<file path="src/common/rafi_config.svh">
// Size macros for the instruction front end, included by the package and the sizing modules

`ifndef RAFI_CONFIG_SVH
`define RAFI_CONFIG_SVH

// ~~~~~~~~~~~~~~~~~~~~
// Instruction memory
// ~~~~~~~~~~~~~~~~~~~~

`define RAFI_LINE_WIDTH 64  // Bits per memory line

`define RAFI_IMEM_LINES 16  // Lines in memory, bytes 0 to 127

// ~~~~~~~~~~~~~~~~~~~~
// Halfword buffer
// ~~~~~~~~~~~~~~~~~~~~

`define RAFI_IBUF_DEPTH 8  // Halfword entries, power of two

`endif

</file>
<file path="src/common/rafiFetchPkg.sv">
// Shared front end types, imported by every block between memory and the decoder
package rafiFetchPkg;

`include "rafi_config.svh"

    // ~~~~~~~~~~~~~~~~~~~~
    // Basic words
    // ~~~~~~~~~~~~~~~~~~~~

    typedef logic [31:0] vaddr_t;  // Virtual address
    typedef logic [31:0] insn_t;  // Full instruction word
    typedef logic [15:0] half_t;  // One parcel
    typedef logic [`RAFI_LINE_WIDTH-1:0] line_t;  // One memory line
    typedef logic [3:0] intCode_t;  // Interrupt cause

    // Free or used slot count, holds 0 to depth
    typedef logic [$clog2(`RAFI_IBUF_DEPTH):0] ibufCount_t;

    // ~~~~~~~~~~~~~~~~~~~~
    // Faults and entries
    // ~~~~~~~~~~~~~~~~~~~~

    typedef enum logic {
        NONE,  // Clean fetch
        OUT_OF_RANGE  // PC beyond memory
    } faultKind_e;

    // One halfword with its tags, 54 bits
    typedef struct packed {
        vaddr_t pc;  // PC of this halfword
        half_t half;  // Raw parcel
        faultKind_e fault;  // Fetch fault
        logic interruptValid;  // Interrupt pending at fetch
        intCode_t interruptCode;  // Its cause
    } ibufEntry_t;

endpackage

</file>
<file path="src/common/fetchIfs.sv">
// Interfaces linking fetch unit, fetch stage, halfword buffer and aligner
`timescale 1ns/1ps

// ~~~~~~~~~~~~~~~~~~~~
// Fetch unit to stage
// ~~~~~~~~~~~~~~~~~~~~
interface FetchUnitIF import rafiFetchPkg::*; ();
    vaddr_t pc;  // Current fetch PC
    line_t iLine;  // Line at PC
    logic valid;  // Line is meaningful
    faultKind_e fault;  // Fault of this fetch
    vaddr_t nextPc;  // Redirect target
    logic flush;  // Redirect strobe
    logic stall;  // Hold PC, line not taken

    modport FetchUnit(output pc, iLine, valid, fault, input nextPc, flush, stall);
    modport FetchStage(input pc, iLine, valid, fault, output nextPc, flush, stall);
endinterface

// ~~~~~~~~~~~~~~~~~~~~
// Stage to buffer
// ~~~~~~~~~~~~~~~~~~~~
interface InsnBufferIF import rafiFetchPkg::*; ();
    logic writeLow;  // Low half written, first in order
    logic writeHigh;  // High half written
    ibufEntry_t writeEntryLow;
    ibufEntry_t writeEntryHigh;
    ibufCount_t writableEntryCount;  // Free slots

    modport FetchStage(output writeLow, writeHigh, writeEntryLow, writeEntryHigh,
                       input writableEntryCount);
    modport InsnBuffer(input writeLow, writeHigh, writeEntryLow, writeEntryHigh,
                       output writableEntryCount);
endinterface

// ~~~~~~~~~~~~~~~~~~~~
// Buffer to aligner
// ~~~~~~~~~~~~~~~~~~~~
interface AlignIF import rafiFetchPkg::*; ();
    ibufEntry_t headEntry;  // Oldest entry
    ibufEntry_t nextEntry;  // Second oldest
    ibufCount_t validCount;  // Occupied slots
    logic pop1;  // Drop one entry
    logic pop2;  // Drop two entries

    modport InsnBuffer(output headEntry, nextEntry, validCount, input pop1, pop2);
    modport InsnAligner(input headEntry, nextEntry, validCount, output pop1, pop2);
endinterface

</file>
<file path="src/design/FrontEnd.sv">
// Front end top, memory fetch through halfword buffer to aligned instructions for decode
`timescale 1ns/1ps

module FrontEnd import rafiFetchPkg::*; (
    input  logic clk,
    input  logic arstN,
    input  logic memWe,  // Program load
    input  logic [3:0] memLineIdx,
    input  line_t memLine,
    input  logic redirect,  // Flush to redirectPc
    input  vaddr_t redirectPc,
    input  logic ifStall,
    input  logic interruptValid,
    input  intCode_t interruptCode,
    input  logic insnReady,
    output logic insnValid,
    output vaddr_t insnPc,
    output insn_t insn,
    output logic insnCompressed,
    output faultKind_e insnFault,
    output logic insnInterruptValid,
    output intCode_t insnInterruptCode
);
    FetchUnitIF fetchUnitIf();
    InsnBufferIF insnBufferIf();
    AlignIF alignIf();

    // ~~~~~~~~~~~~~~~~~~~~
    // Fetch path
    // ~~~~~~~~~~~~~~~~~~~~

    FetchUnit u_FetchUnit (
        .clk        (clk),
        .arstN      (arstN),
        .memWe      (memWe),
        .memLineIdx (memLineIdx),
        .memLine    (memLine),
        .fetchUnit  (fetchUnitIf.FetchUnit)
    );

    FetchStage u_FetchStage (
        .clk            (clk),
        .arstN          (arstN),
        .fetchUnit      (fetchUnitIf.FetchStage),
        .insnBuffer     (insnBufferIf.FetchStage),
        .redirect       (redirect),
        .redirectPc     (redirectPc),
        .ifStall        (ifStall),
        .interruptValid (interruptValid),
        .interruptCode  (interruptCode)
    );

    // ~~~~~~~~~~~~~~~~~~~~
    // Buffer and decode
    // ~~~~~~~~~~~~~~~~~~~~

    InsnBuffer u_InsnBuffer (
        .clk        (clk),
        .arstN      (arstN),
        .flush      (redirect),  // Same edge as PC load
        .insnBuffer (insnBufferIf.InsnBuffer),
        .align      (alignIf.InsnBuffer)
    );

    InsnAligner u_InsnAligner (
        .clk                (clk),
        .arstN              (arstN),
        .align              (alignIf.InsnAligner),
        .insnReady          (insnReady),
        .insnValid          (insnValid),
        .insnPc             (insnPc),
        .insn               (insn),
        .insnCompressed     (insnCompressed),
        .insnFault          (insnFault),
        .insnInterruptValid (insnInterruptValid),
        .insnInterruptCode  (insnInterruptCode)
    );

endmodule

</file>
<file path="src/design/InsnAligner.sv">
// Instruction aligner, joins buffered halfwords into whole RV32IC instructions for decode
`timescale 1ns/1ps

module InsnAligner import rafiFetchPkg::*; (
    input  logic clk,
    input  logic arstN,
    AlignIF.InsnAligner align,
    input  logic insnReady,  // Decoder takes instruction
    output logic insnValid,
    output vaddr_t insnPc,
    output insn_t insn,
    output logic insnCompressed,
    output faultKind_e insnFault,
    output logic insnInterruptValid,
    output intCode_t insnInterruptCode
);
    ibufEntry_t head;
    ibufEntry_t next;
    logic headFault;
    logic isCompressed;  // Low bits not 2'b11
    logic needOne;  // Single parcel issue
    logic enough;  // Parcels present
    logic take;  // Handshake this cycle

    // ~~~~~~~~~~~~~~~~~~~~
    // Length decode
    // ~~~~~~~~~~~~~~~~~~~~

    always_comb begin
        head = align.headEntry;
        next = align.nextEntry;
        headFault = head.fault != NONE;
        isCompressed = head.half[1:0] != 2'b11;
        needOne = isCompressed || headFault;  // Faulting parcel goes alone
        enough = needOne ? align.validCount >= 1 : align.validCount >= 2;
        take = enough && insnReady;
    end

    // ~~~~~~~~~~~~~~~~~~~~
    // Output assembly
    // ~~~~~~~~~~~~~~~~~~~~

    always_comb begin
        insnValid = enough;
        insnPc = head.pc;
        insn = needOne ? {16'h0000, head.half} : {next.half, head.half};
        insnCompressed = isCompressed;
        // Second parcel may be the faulting one
        if (headFault) begin
            insnFault = head.fault;
        end else if (!needOne) begin
            insnFault = next.fault;
        end else begin
            insnFault = NONE;
        end
        insnInterruptValid = head.interruptValid;  // Tag of first parcel
        insnInterruptCode = head.interruptCode;
    end

    always_comb begin
        align.pop1 = take && needOne;
        align.pop2 = take && !needOne;
    end

    // Back-pressure holds the offer, only a flush may withdraw it
    property holdWhileNotReady;
        @(posedge clk) disable iff (!arstN)
        insnValid && !insnReady |=>
            !insnValid || ($stable(insn) && $stable(insnPc) && $stable(insnFault));
    endproperty
    assert property (holdWhileNotReady)
        else $error("Instruction changed while not ready");

endmodule

</file>
<file path="src/fetch/FetchStage.sv">
// Fetch stage, cuts the word at the PC into tagged halfwords for the instruction buffer
`timescale 1ns/1ps
`include "rafi_config.svh"

module FetchStage import rafiFetchPkg::*; (
    input  logic clk,
    input  logic arstN,
    FetchUnitIF.FetchStage fetchUnit,
    InsnBufferIF.FetchStage insnBuffer,
    input  logic redirect,  // External flush strobe
    input  vaddr_t redirectPc,
    input  logic ifStall,
    input  logic interruptValid,
    input  intCode_t interruptCode
);
    localparam int WORDS_IN_LINE = `RAFI_LINE_WIDTH / 32;
    localparam int INDEX_WIDTH = $clog2(WORDS_IN_LINE);

    function automatic ibufEntry_t makeEntry(input vaddr_t pc, input half_t half);
        ibufEntry_t entry;
        entry.pc = pc;
        entry.half = half;
        entry.fault = fetchUnit.fault;
        entry.interruptValid = interruptValid;  // Tag with pending interrupt
        entry.interruptCode = interruptCode;
        return entry;
    endfunction

    logic [INDEX_WIDTH-1:0] index;
    insn_t [WORDS_IN_LINE-1:0] words;
    insn_t word;
    logic halfAligned;  // PC bit 1 set
    logic stall;
    logic write;

    always_comb begin
        index = fetchUnit.pc[INDEX_WIDTH+1:2];
        words = fetchUnit.iLine;
        word = words[index];
        halfAligned = fetchUnit.pc[1];
        stall = ifStall || insnBuffer.writableEntryCount < 2;  // Room for both halves
        write = !stall && !redirect && fetchUnit.valid;  // Old path dropped on redirect
    end

    // ~~~~~~~~~~~~~~~~~~~~
    // Fetch unit control
    // ~~~~~~~~~~~~~~~~~~~~

    always_comb begin
        fetchUnit.nextPc = redirectPc;
        fetchUnit.flush = redirect;
        fetchUnit.stall = stall;
    end

    // ~~~~~~~~~~~~~~~~~~~~
    // Buffer writes
    // ~~~~~~~~~~~~~~~~~~~~

    always_comb begin
        insnBuffer.writeLow = write && !halfAligned;
        insnBuffer.writeHigh = write;
        insnBuffer.writeEntryLow = makeEntry(fetchUnit.pc, word[15:0]);
        // Upper parcel sits at PC itself when PC is halfword aligned
        insnBuffer.writeEntryHigh = makeEntry(halfAligned ? fetchUnit.pc
                                                          : fetchUnit.pc + 32'd2,
                                              word[31:16]);
    end

    // A stalled line is offered again at the same PC
    property holdPcOnStall;
        @(posedge clk) disable iff (!arstN)
        fetchUnit.valid && stall && !redirect |=> $stable(fetchUnit.pc);
    endproperty
    assert property (holdPcOnStall)
        else $error("Fetch PC moved during stall");

endmodule

</file>
<file path="src/fetch/FetchUnit.sv">
// Fetch unit, holds the PC and a loadable line memory and presents the line at the PC
`timescale 1ns/1ps
`include "rafi_config.svh"

module FetchUnit import rafiFetchPkg::*; (
    input  logic clk,
    input  logic arstN,
    input  logic memWe,  // Load strobe, idle only
    input  logic [3:0] memLineIdx,
    input  line_t memLine,
    FetchUnitIF.FetchUnit fetchUnit
);
    localparam int LINE_BYTES = `RAFI_LINE_WIDTH / 8;
    localparam int OFFSET_WIDTH = $clog2(LINE_BYTES);  // Byte bits in line
    localparam int INDEX_WIDTH = $clog2(`RAFI_IMEM_LINES);  // Line select bits
    localparam vaddr_t MEM_LIMIT = vaddr_t'(`RAFI_IMEM_LINES * LINE_BYTES);

    line_t mem [`RAFI_IMEM_LINES];  // Instruction store
    vaddr_t pc;
    logic valid;
    logic outOfRange;
    logic accept;  // Line taken by stage
    vaddr_t seqPc;  // Sequential successor
    logic [INDEX_WIDTH-1:0] lineIdx;

    // ~~~~~~~~~~~~~~~~~~~~
    // Memory
    // ~~~~~~~~~~~~~~~~~~~~

    always_ff @(posedge clk) begin
        if (memWe) begin
            mem[memLineIdx] <= memLine;  // Loaded from top
        end
    end

    // ~~~~~~~~~~~~~~~~~~~~
    // Next PC
    // ~~~~~~~~~~~~~~~~~~~~

    always_comb begin
        lineIdx = pc[INDEX_WIDTH+OFFSET_WIDTH-1:OFFSET_WIDTH];
        outOfRange = pc >= MEM_LIMIT;
        accept = valid && !fetchUnit.stall;
        // Halfword PC only supplies its upper parcel
        seqPc = pc[1] ? pc + 32'd2 : pc + 32'd4;
    end

    always_ff @(posedge clk or negedge arstN) begin
        if (!arstN) begin
            pc <= '0;
            valid <= 1'b0;
        end else if (fetchUnit.flush) begin
            pc <= fetchUnit.nextPc;  // Redirect wins over stall
            valid <= 1'b1;
        end else if (accept) begin
            pc <= seqPc;
            valid <= !outOfRange;  // Go idle after a faulting line
        end
    end

    always_comb begin
        fetchUnit.pc = pc;
        fetchUnit.iLine = mem[lineIdx];  // Garbage when out of range
        fetchUnit.valid = valid;
        fetchUnit.fault = outOfRange ? OUT_OF_RANGE : NONE;
    end

    // Program load must not race a running fetch
    property noLoadWhileFetching;
        @(posedge clk) disable iff (!arstN)
        !(memWe && fetchUnit.valid);
    endproperty
    assert property (noLoadWhileFetching)
        else $error("Memory written while fetch active");

endmodule

</file>
<file path="src/fetch/InsnBuffer.sv">
// Halfword instruction buffer, a circular queue with two writes and up to two pops per cycle
`timescale 1ns/1ps
`include "rafi_config.svh"

module InsnBuffer import rafiFetchPkg::*; (
    input  logic clk,
    input  logic arstN,
    input  logic flush,  // Empties queue this edge
    InsnBufferIF.InsnBuffer insnBuffer,
    AlignIF.InsnBuffer align
);
    localparam int DEPTH = `RAFI_IBUF_DEPTH;
    localparam int PTR_WIDTH = $clog2(DEPTH);

    typedef logic [PTR_WIDTH-1:0] ptr_t;

    ibufEntry_t entries [DEPTH];  // Payload store
    ptr_t rdPtr;  // Oldest entry
    ptr_t wrPtr;  // Next free slot
    ibufCount_t count;  // Occupied slots
    ptr_t highPtr;  // Slot for high half
    ptr_t rdPtrNext;  // Second oldest
    logic [1:0] writeNum;
    logic [1:0] popNum;

    // ~~~~~~~~~~~~~~~~~~~~
    // Pointer math
    // ~~~~~~~~~~~~~~~~~~~~

    always_comb begin
        writeNum = {1'b0, insnBuffer.writeLow} + {1'b0, insnBuffer.writeHigh};
        popNum = align.pop2 ? 2'd2 : (align.pop1 ? 2'd1 : 2'd0);
        // High half follows low half in queue order
        highPtr = insnBuffer.writeLow ? wrPtr + ptr_t'(1) : wrPtr;
        rdPtrNext = rdPtr + ptr_t'(1);  // Wraps with power of two depth
    end

    // ~~~~~~~~~~~~~~~~~~~~
    // Storage
    // ~~~~~~~~~~~~~~~~~~~~

    always_ff @(posedge clk) begin
        if (!flush) begin
            if (insnBuffer.writeLow) begin
                entries[wrPtr] <= insnBuffer.writeEntryLow;
            end
            if (insnBuffer.writeHigh) begin
                entries[highPtr] <= insnBuffer.writeEntryHigh;
            end
        end
    end

    always_ff @(posedge clk or negedge arstN) begin
        if (!arstN) begin
            rdPtr <= '0;
            wrPtr <= '0;
            count <= '0;
        end else if (flush) begin
            rdPtr <= '0;  // Drop everything, writes too
            wrPtr <= '0;
            count <= '0;
        end else begin
            wrPtr <= wrPtr + ptr_t'(writeNum);
            rdPtr <= rdPtr + ptr_t'(popNum);
            count <= count + ibufCount_t'(writeNum) - ibufCount_t'(popNum);
        end
    end

    // ~~~~~~~~~~~~~~~~~~~~
    // Status and head
    // ~~~~~~~~~~~~~~~~~~~~

    always_comb begin
        insnBuffer.writableEntryCount = ibufCount_t'(DEPTH) - count;
        align.headEntry = entries[rdPtr];
        align.nextEntry = entries[rdPtrNext];  // Only meaningful when count >= 2
        align.validCount = count;
    end

    // Aligner must not take parcels that are not there
    property noPopUnderflow;
        @(posedge clk) disable iff (!arstN)
        ibufCount_t'(popNum) <= count;
    endproperty
    assert property (noPopUnderflow)
        else $error("Pop beyond valid entries");

    // Stage stall has to keep writes within free space
    property noWriteOverflow;
        @(posedge clk) disable iff (!arstN)
        ibufCount_t'(writeNum) <= insnBuffer.writableEntryCount;
    endproperty
    assert property (noWriteOverflow)
        else $error("Write beyond free space");

endmodule

</file>
<file path="config.mk">
export PLATFORM = sky130hd
export DESIGN_NAME = FrontEnd
export DESIGN_NICKNAME = d
export VERILOG_FILES = /design/src/common/rafiFetchPkg.sv /design/src/common/fetchIfs.sv /design/src/design/FrontEnd.sv /design/src/design/InsnAligner.sv /design/src/fetch/FetchStage.sv /design/src/fetch/FetchUnit.sv /design/src/fetch/InsnBuffer.sv
export VERILOG_INCLUDE_DIRS = /design/src /design/src/common
export SDC_FILE = /design/constraint.sdc
export NUM_CORES = 2
export LEC_CHECK = 0
export ABC_AREA = 0
export BUFFER_PORTS_ARGS = -buffer_cell sky130_fd_sc_hd__buf_2
export CAP_MARGIN = 20
export CELL_PAD_IN_SITES_DETAIL_PLACEMENT = 1
export CELL_PAD_IN_SITES_GLOBAL_PLACEMENT = 2
export CORE_MARGIN = 1
export CORE_UTILIZATION = 45
export DETAILED_ROUTE_END_ITERATION = 8
export PLACE_DENSITY = 0.73
export SYNTH_ARGS = -nofsm -noshare
export SYNTH_HDL_FRONTEND = slang
export SYNTH_SLANG_ARGS = --single-unit
</file>
<file path="constraint.sdc">
create_clock -name clk -period 9.4 [get_ports clk]
set_clock_uncertainty 0.05 [all_clocks]
set_input_delay 2.35 -clock clk [delete_from_list [all_inputs] [get_ports clk]]
set_output_delay 2.35 -clock clk [all_outputs]
set_load 0.01 [all_outputs]
</file>
==> results.yml <==
logic_synthesis:
  syn_area_um2: 62000
  syn_area_per_cell_um2: 18.5
  ys_types: 66
  synth-async-reset-ratio: 0.0287
  synth_seq_cells: 1499
  yosysSeqAreaShare: 0.723
  synth_edf_count: 1456
  ys.flop_type: "edfxtp_1"
  syn_inst: 3341
  ys_warn_count: 0
  synth_fp_nets: 3469
timing:
  hold_viol: 0
  fin_crit_sh: 0.695
  finalSetupTns_ns: 0
  relSlewSlack: 0.265
  hold_ws_ns: 0.510
  max_freq_mhz: 153
  setup_viol_count_final: 0
  min_period_ns: 6.53
  slew_viol_final: 0
  worst_slew_pin_slew_ns: 1.10
  rsz0062_at_grt: "false"
clocking:
  cts_root_buf: "clkbuf_16"
  post_cts_resized: 0
  post_cts_buffers: 0
  htreeDepth: 4
  cts_buffers: 157
  insertion_delay_ns: 0.79
  clock_path_buffers: 3
  ctsHoldBuffers: 0
  cts_tree: "yes"
  cts.sink_count: 1499
  path_clk_slew_ns: 0.06
setup_path:
  worst_r2r_startpoint: "u_FetchUnit.fetchUnit.pc[3]"
  critPathMaxStageDelay_ns: 1.06
  worst_ep_required_time_ns: 7.00
  critPathCaptureType: "output port"
  path_cells: "mux4_2, nand3_1, o21a_1, nand2b_1, buf_8, mux2_2, buf_2"
  worst-r2r-setup-slack_ns: 4.63
  critPathSlowestCell: "dfrtp_4"
  ff2ff_path_depth: 6
  cp.arrival_ns: 4.13
  critPathLaunch: "u_InsnBuffer.rdPtr[0]"
  crit_fanout: 60
  critPathKind: "flip-flop to output port"
  cp-start-kind: "flip-flop"
  endpoint: "insnValid"
  r2r_end: "u_InsnBuffer.entries[0][12]"
global_route:
  overflow: 0
  grt_max_degree: 140
  grt_first_pass_wirelength_mm: 231
  grt_pass1_vias: 33400
  antenna_found_initial: 22
  gr-usage-all-layers: 0.229
drt:
  viasPerCell: 5.99
  wl_mm: 159
  drt_iter0_drc: 2546
  drc: 0
  wl_per_cell_um: 30.6
  dr.pass1.iters: 5
  ant_nets: 0
  vias: 31200
pwr:
  pwr-share-seq: 0.444
  leakagePower_nw: 22.3
  p_switching_mw: 4.98
  combPwrFrac: 0.214
  pwr-share-clk: 0.341
  power.density_nw_per_um2: 258
  swShare: 0.279
  ir_worst_vdd_uv: 170
  internal-power_mw: 12.9
die:
  std_cell_rows: 135
  dieArea_um2: 139000
  core_um2: 136000
  die_h_um: 373
  ioPinCount: 183
  start_util: 0.456
  dieWidth_um: 373
placed_design:
  dpl.cell_count: 4917
  io_buffers: 182
  gp_congestion: 0.807
  dpl_cell_area_um2: 64000
  hpwlAfterDp_mm: 89.0
worst_hold_path:
  hold_start: "u_FetchUnit.fetchUnit.valid"
  hold_path.class: "flip-flop to flip-flop"
run_status:
  status: "completed"
finish:
  layout.cells.non_filler: 5212
  area.growth.synth_to_final_pct: 11.7
  final_cell_mix: "1,456 x edfxtp_1, 270 x mux4_2, 261 x mux2i_1, 195 x a22oi_1, 182 x buf_2"
  fin_nets: 3426
  fin_area_um2: 69200
  final_common_cell: "edfxtp_1"
  drive_gt1_frac: 0.285
job:
  cap_violations: 0
==> flip-flops by register name (all words and copies together) (netlist names) <==
signal / cells
u_FetchUnit.fetchUnit.pc: 32
u_InsnBuffer.rdPtr: 3
u_FetchUnit.mem: 1024
u_InsnBuffer.align.validCount: 4
u_InsnBuffer.entries: 432
u_InsnBuffer.wrPtr: 3
u_FetchUnit.fetchUnit.valid: 1
==> worst max-delay path, delay by kind of cell (launching register included) <==
family	cells	cell delay, ns
flip-flops	1	1.06
multiplexers	2	1.03
AND/OR/NAND/NOR	2	0.65
buffers and inverters	2	0.39
AO/OA/AOI/OAI	1	0.18
==> metrics by stage <==
step	setup slack (ns)	utilization	power, mW
2_1_floorplan	0.207	-	10.7
3_3_place_gp	3.03	0.471	11.8
3_5_place_dp	2.84	0.471	12.0
4_1_cts	2.48	0.508	18.1
5_1_grt	2.65	0.509	18.5
6_report	2.87	0.509	17.9
==> worst min path at each step <==
stage                                  end  slack (ns)  cells past startpoint
6_report       u_FetchUnit.fetchUnit.valid        0.51                      2
5_1_grt        u_FetchUnit.fetchUnit.valid        0.54                      2
4_1_cts        u_FetchUnit.fetchUnit.valid        0.51                      2
3_5_place_dp   u_FetchUnit.fetchUnit.valid        0.49                      2
3_3_place_gp   u_FetchUnit.fetchUnit.valid        0.48                      2
2_1_floorplan  u_FetchUnit.fetchUnit.valid        0.43                      2
==> cells in the mapped netlist (all sizes together), types with 36 or more instances <==
library cell / instances / share of area
mux2i: 261 / 0.042
dfrtp: 43 / 0.017
mux2: 185 / 0.035
nand4: 50 / 0.0050
a22oi: 195 / 0.024
nor2: 36 / 0.0022
nand3: 81 / 0.0065
mux4: 270 / 0.098
edfxtp: 1456 / 0.71
clkbuf: 369 / 0.022
nand2: 76 / 0.0046
buf: 82 / 0.0074
==> per-layer routing <==
layer / vias to the layer above / global-route usage / share of wire
met5: - / 0 / 0.00094
met3: 237 / 0.0425 / 0.052
met4: 26 / 0.0600 / 0.020
li1: 13200 / - / -
met1: 16900 / 0.303 / 0.42
met2: 871 / 0.388 / 0.50
==> power by group through the flow <==
stage                     registers (mW)  clock network (mW)  logic (mW)
after global placement              8.06                   0        3.78
after global routing                7.97                6.44        4.09
after CTS                           7.95                6.22        3.89
after floorplan                     7.90                   0        2.79
final                               7.94                6.10        3.83
after detailed placement            8.09                   0        3.87
==> cell type report <==
cell class / count / area, µm²
diodes: 4 / 10.0
clock buffers: 190 / 4130
clock inverters: 98 / 953
fillers: 12100 / 66800
inverters: 20 / 75.1
multi-input cells: 1371 / 15500
flip-flops and latches: 1499 / 44800
well taps: 1781 / 2230
repair buffers: 249 / 1510
==> cell families after synthesis <==
group | synth area share
multiplexers | 0.175
XOR/XNOR | 0.00452
flip-flops | 0.723
buffers and inverters | 0.0310
AO/OA/AOI/OAI | 0.0348
AND/OR/NAND/NOR | 0.0273
adder cells (fa/ha/maj) | 0.00392
(Power assumes the default switching activity.)
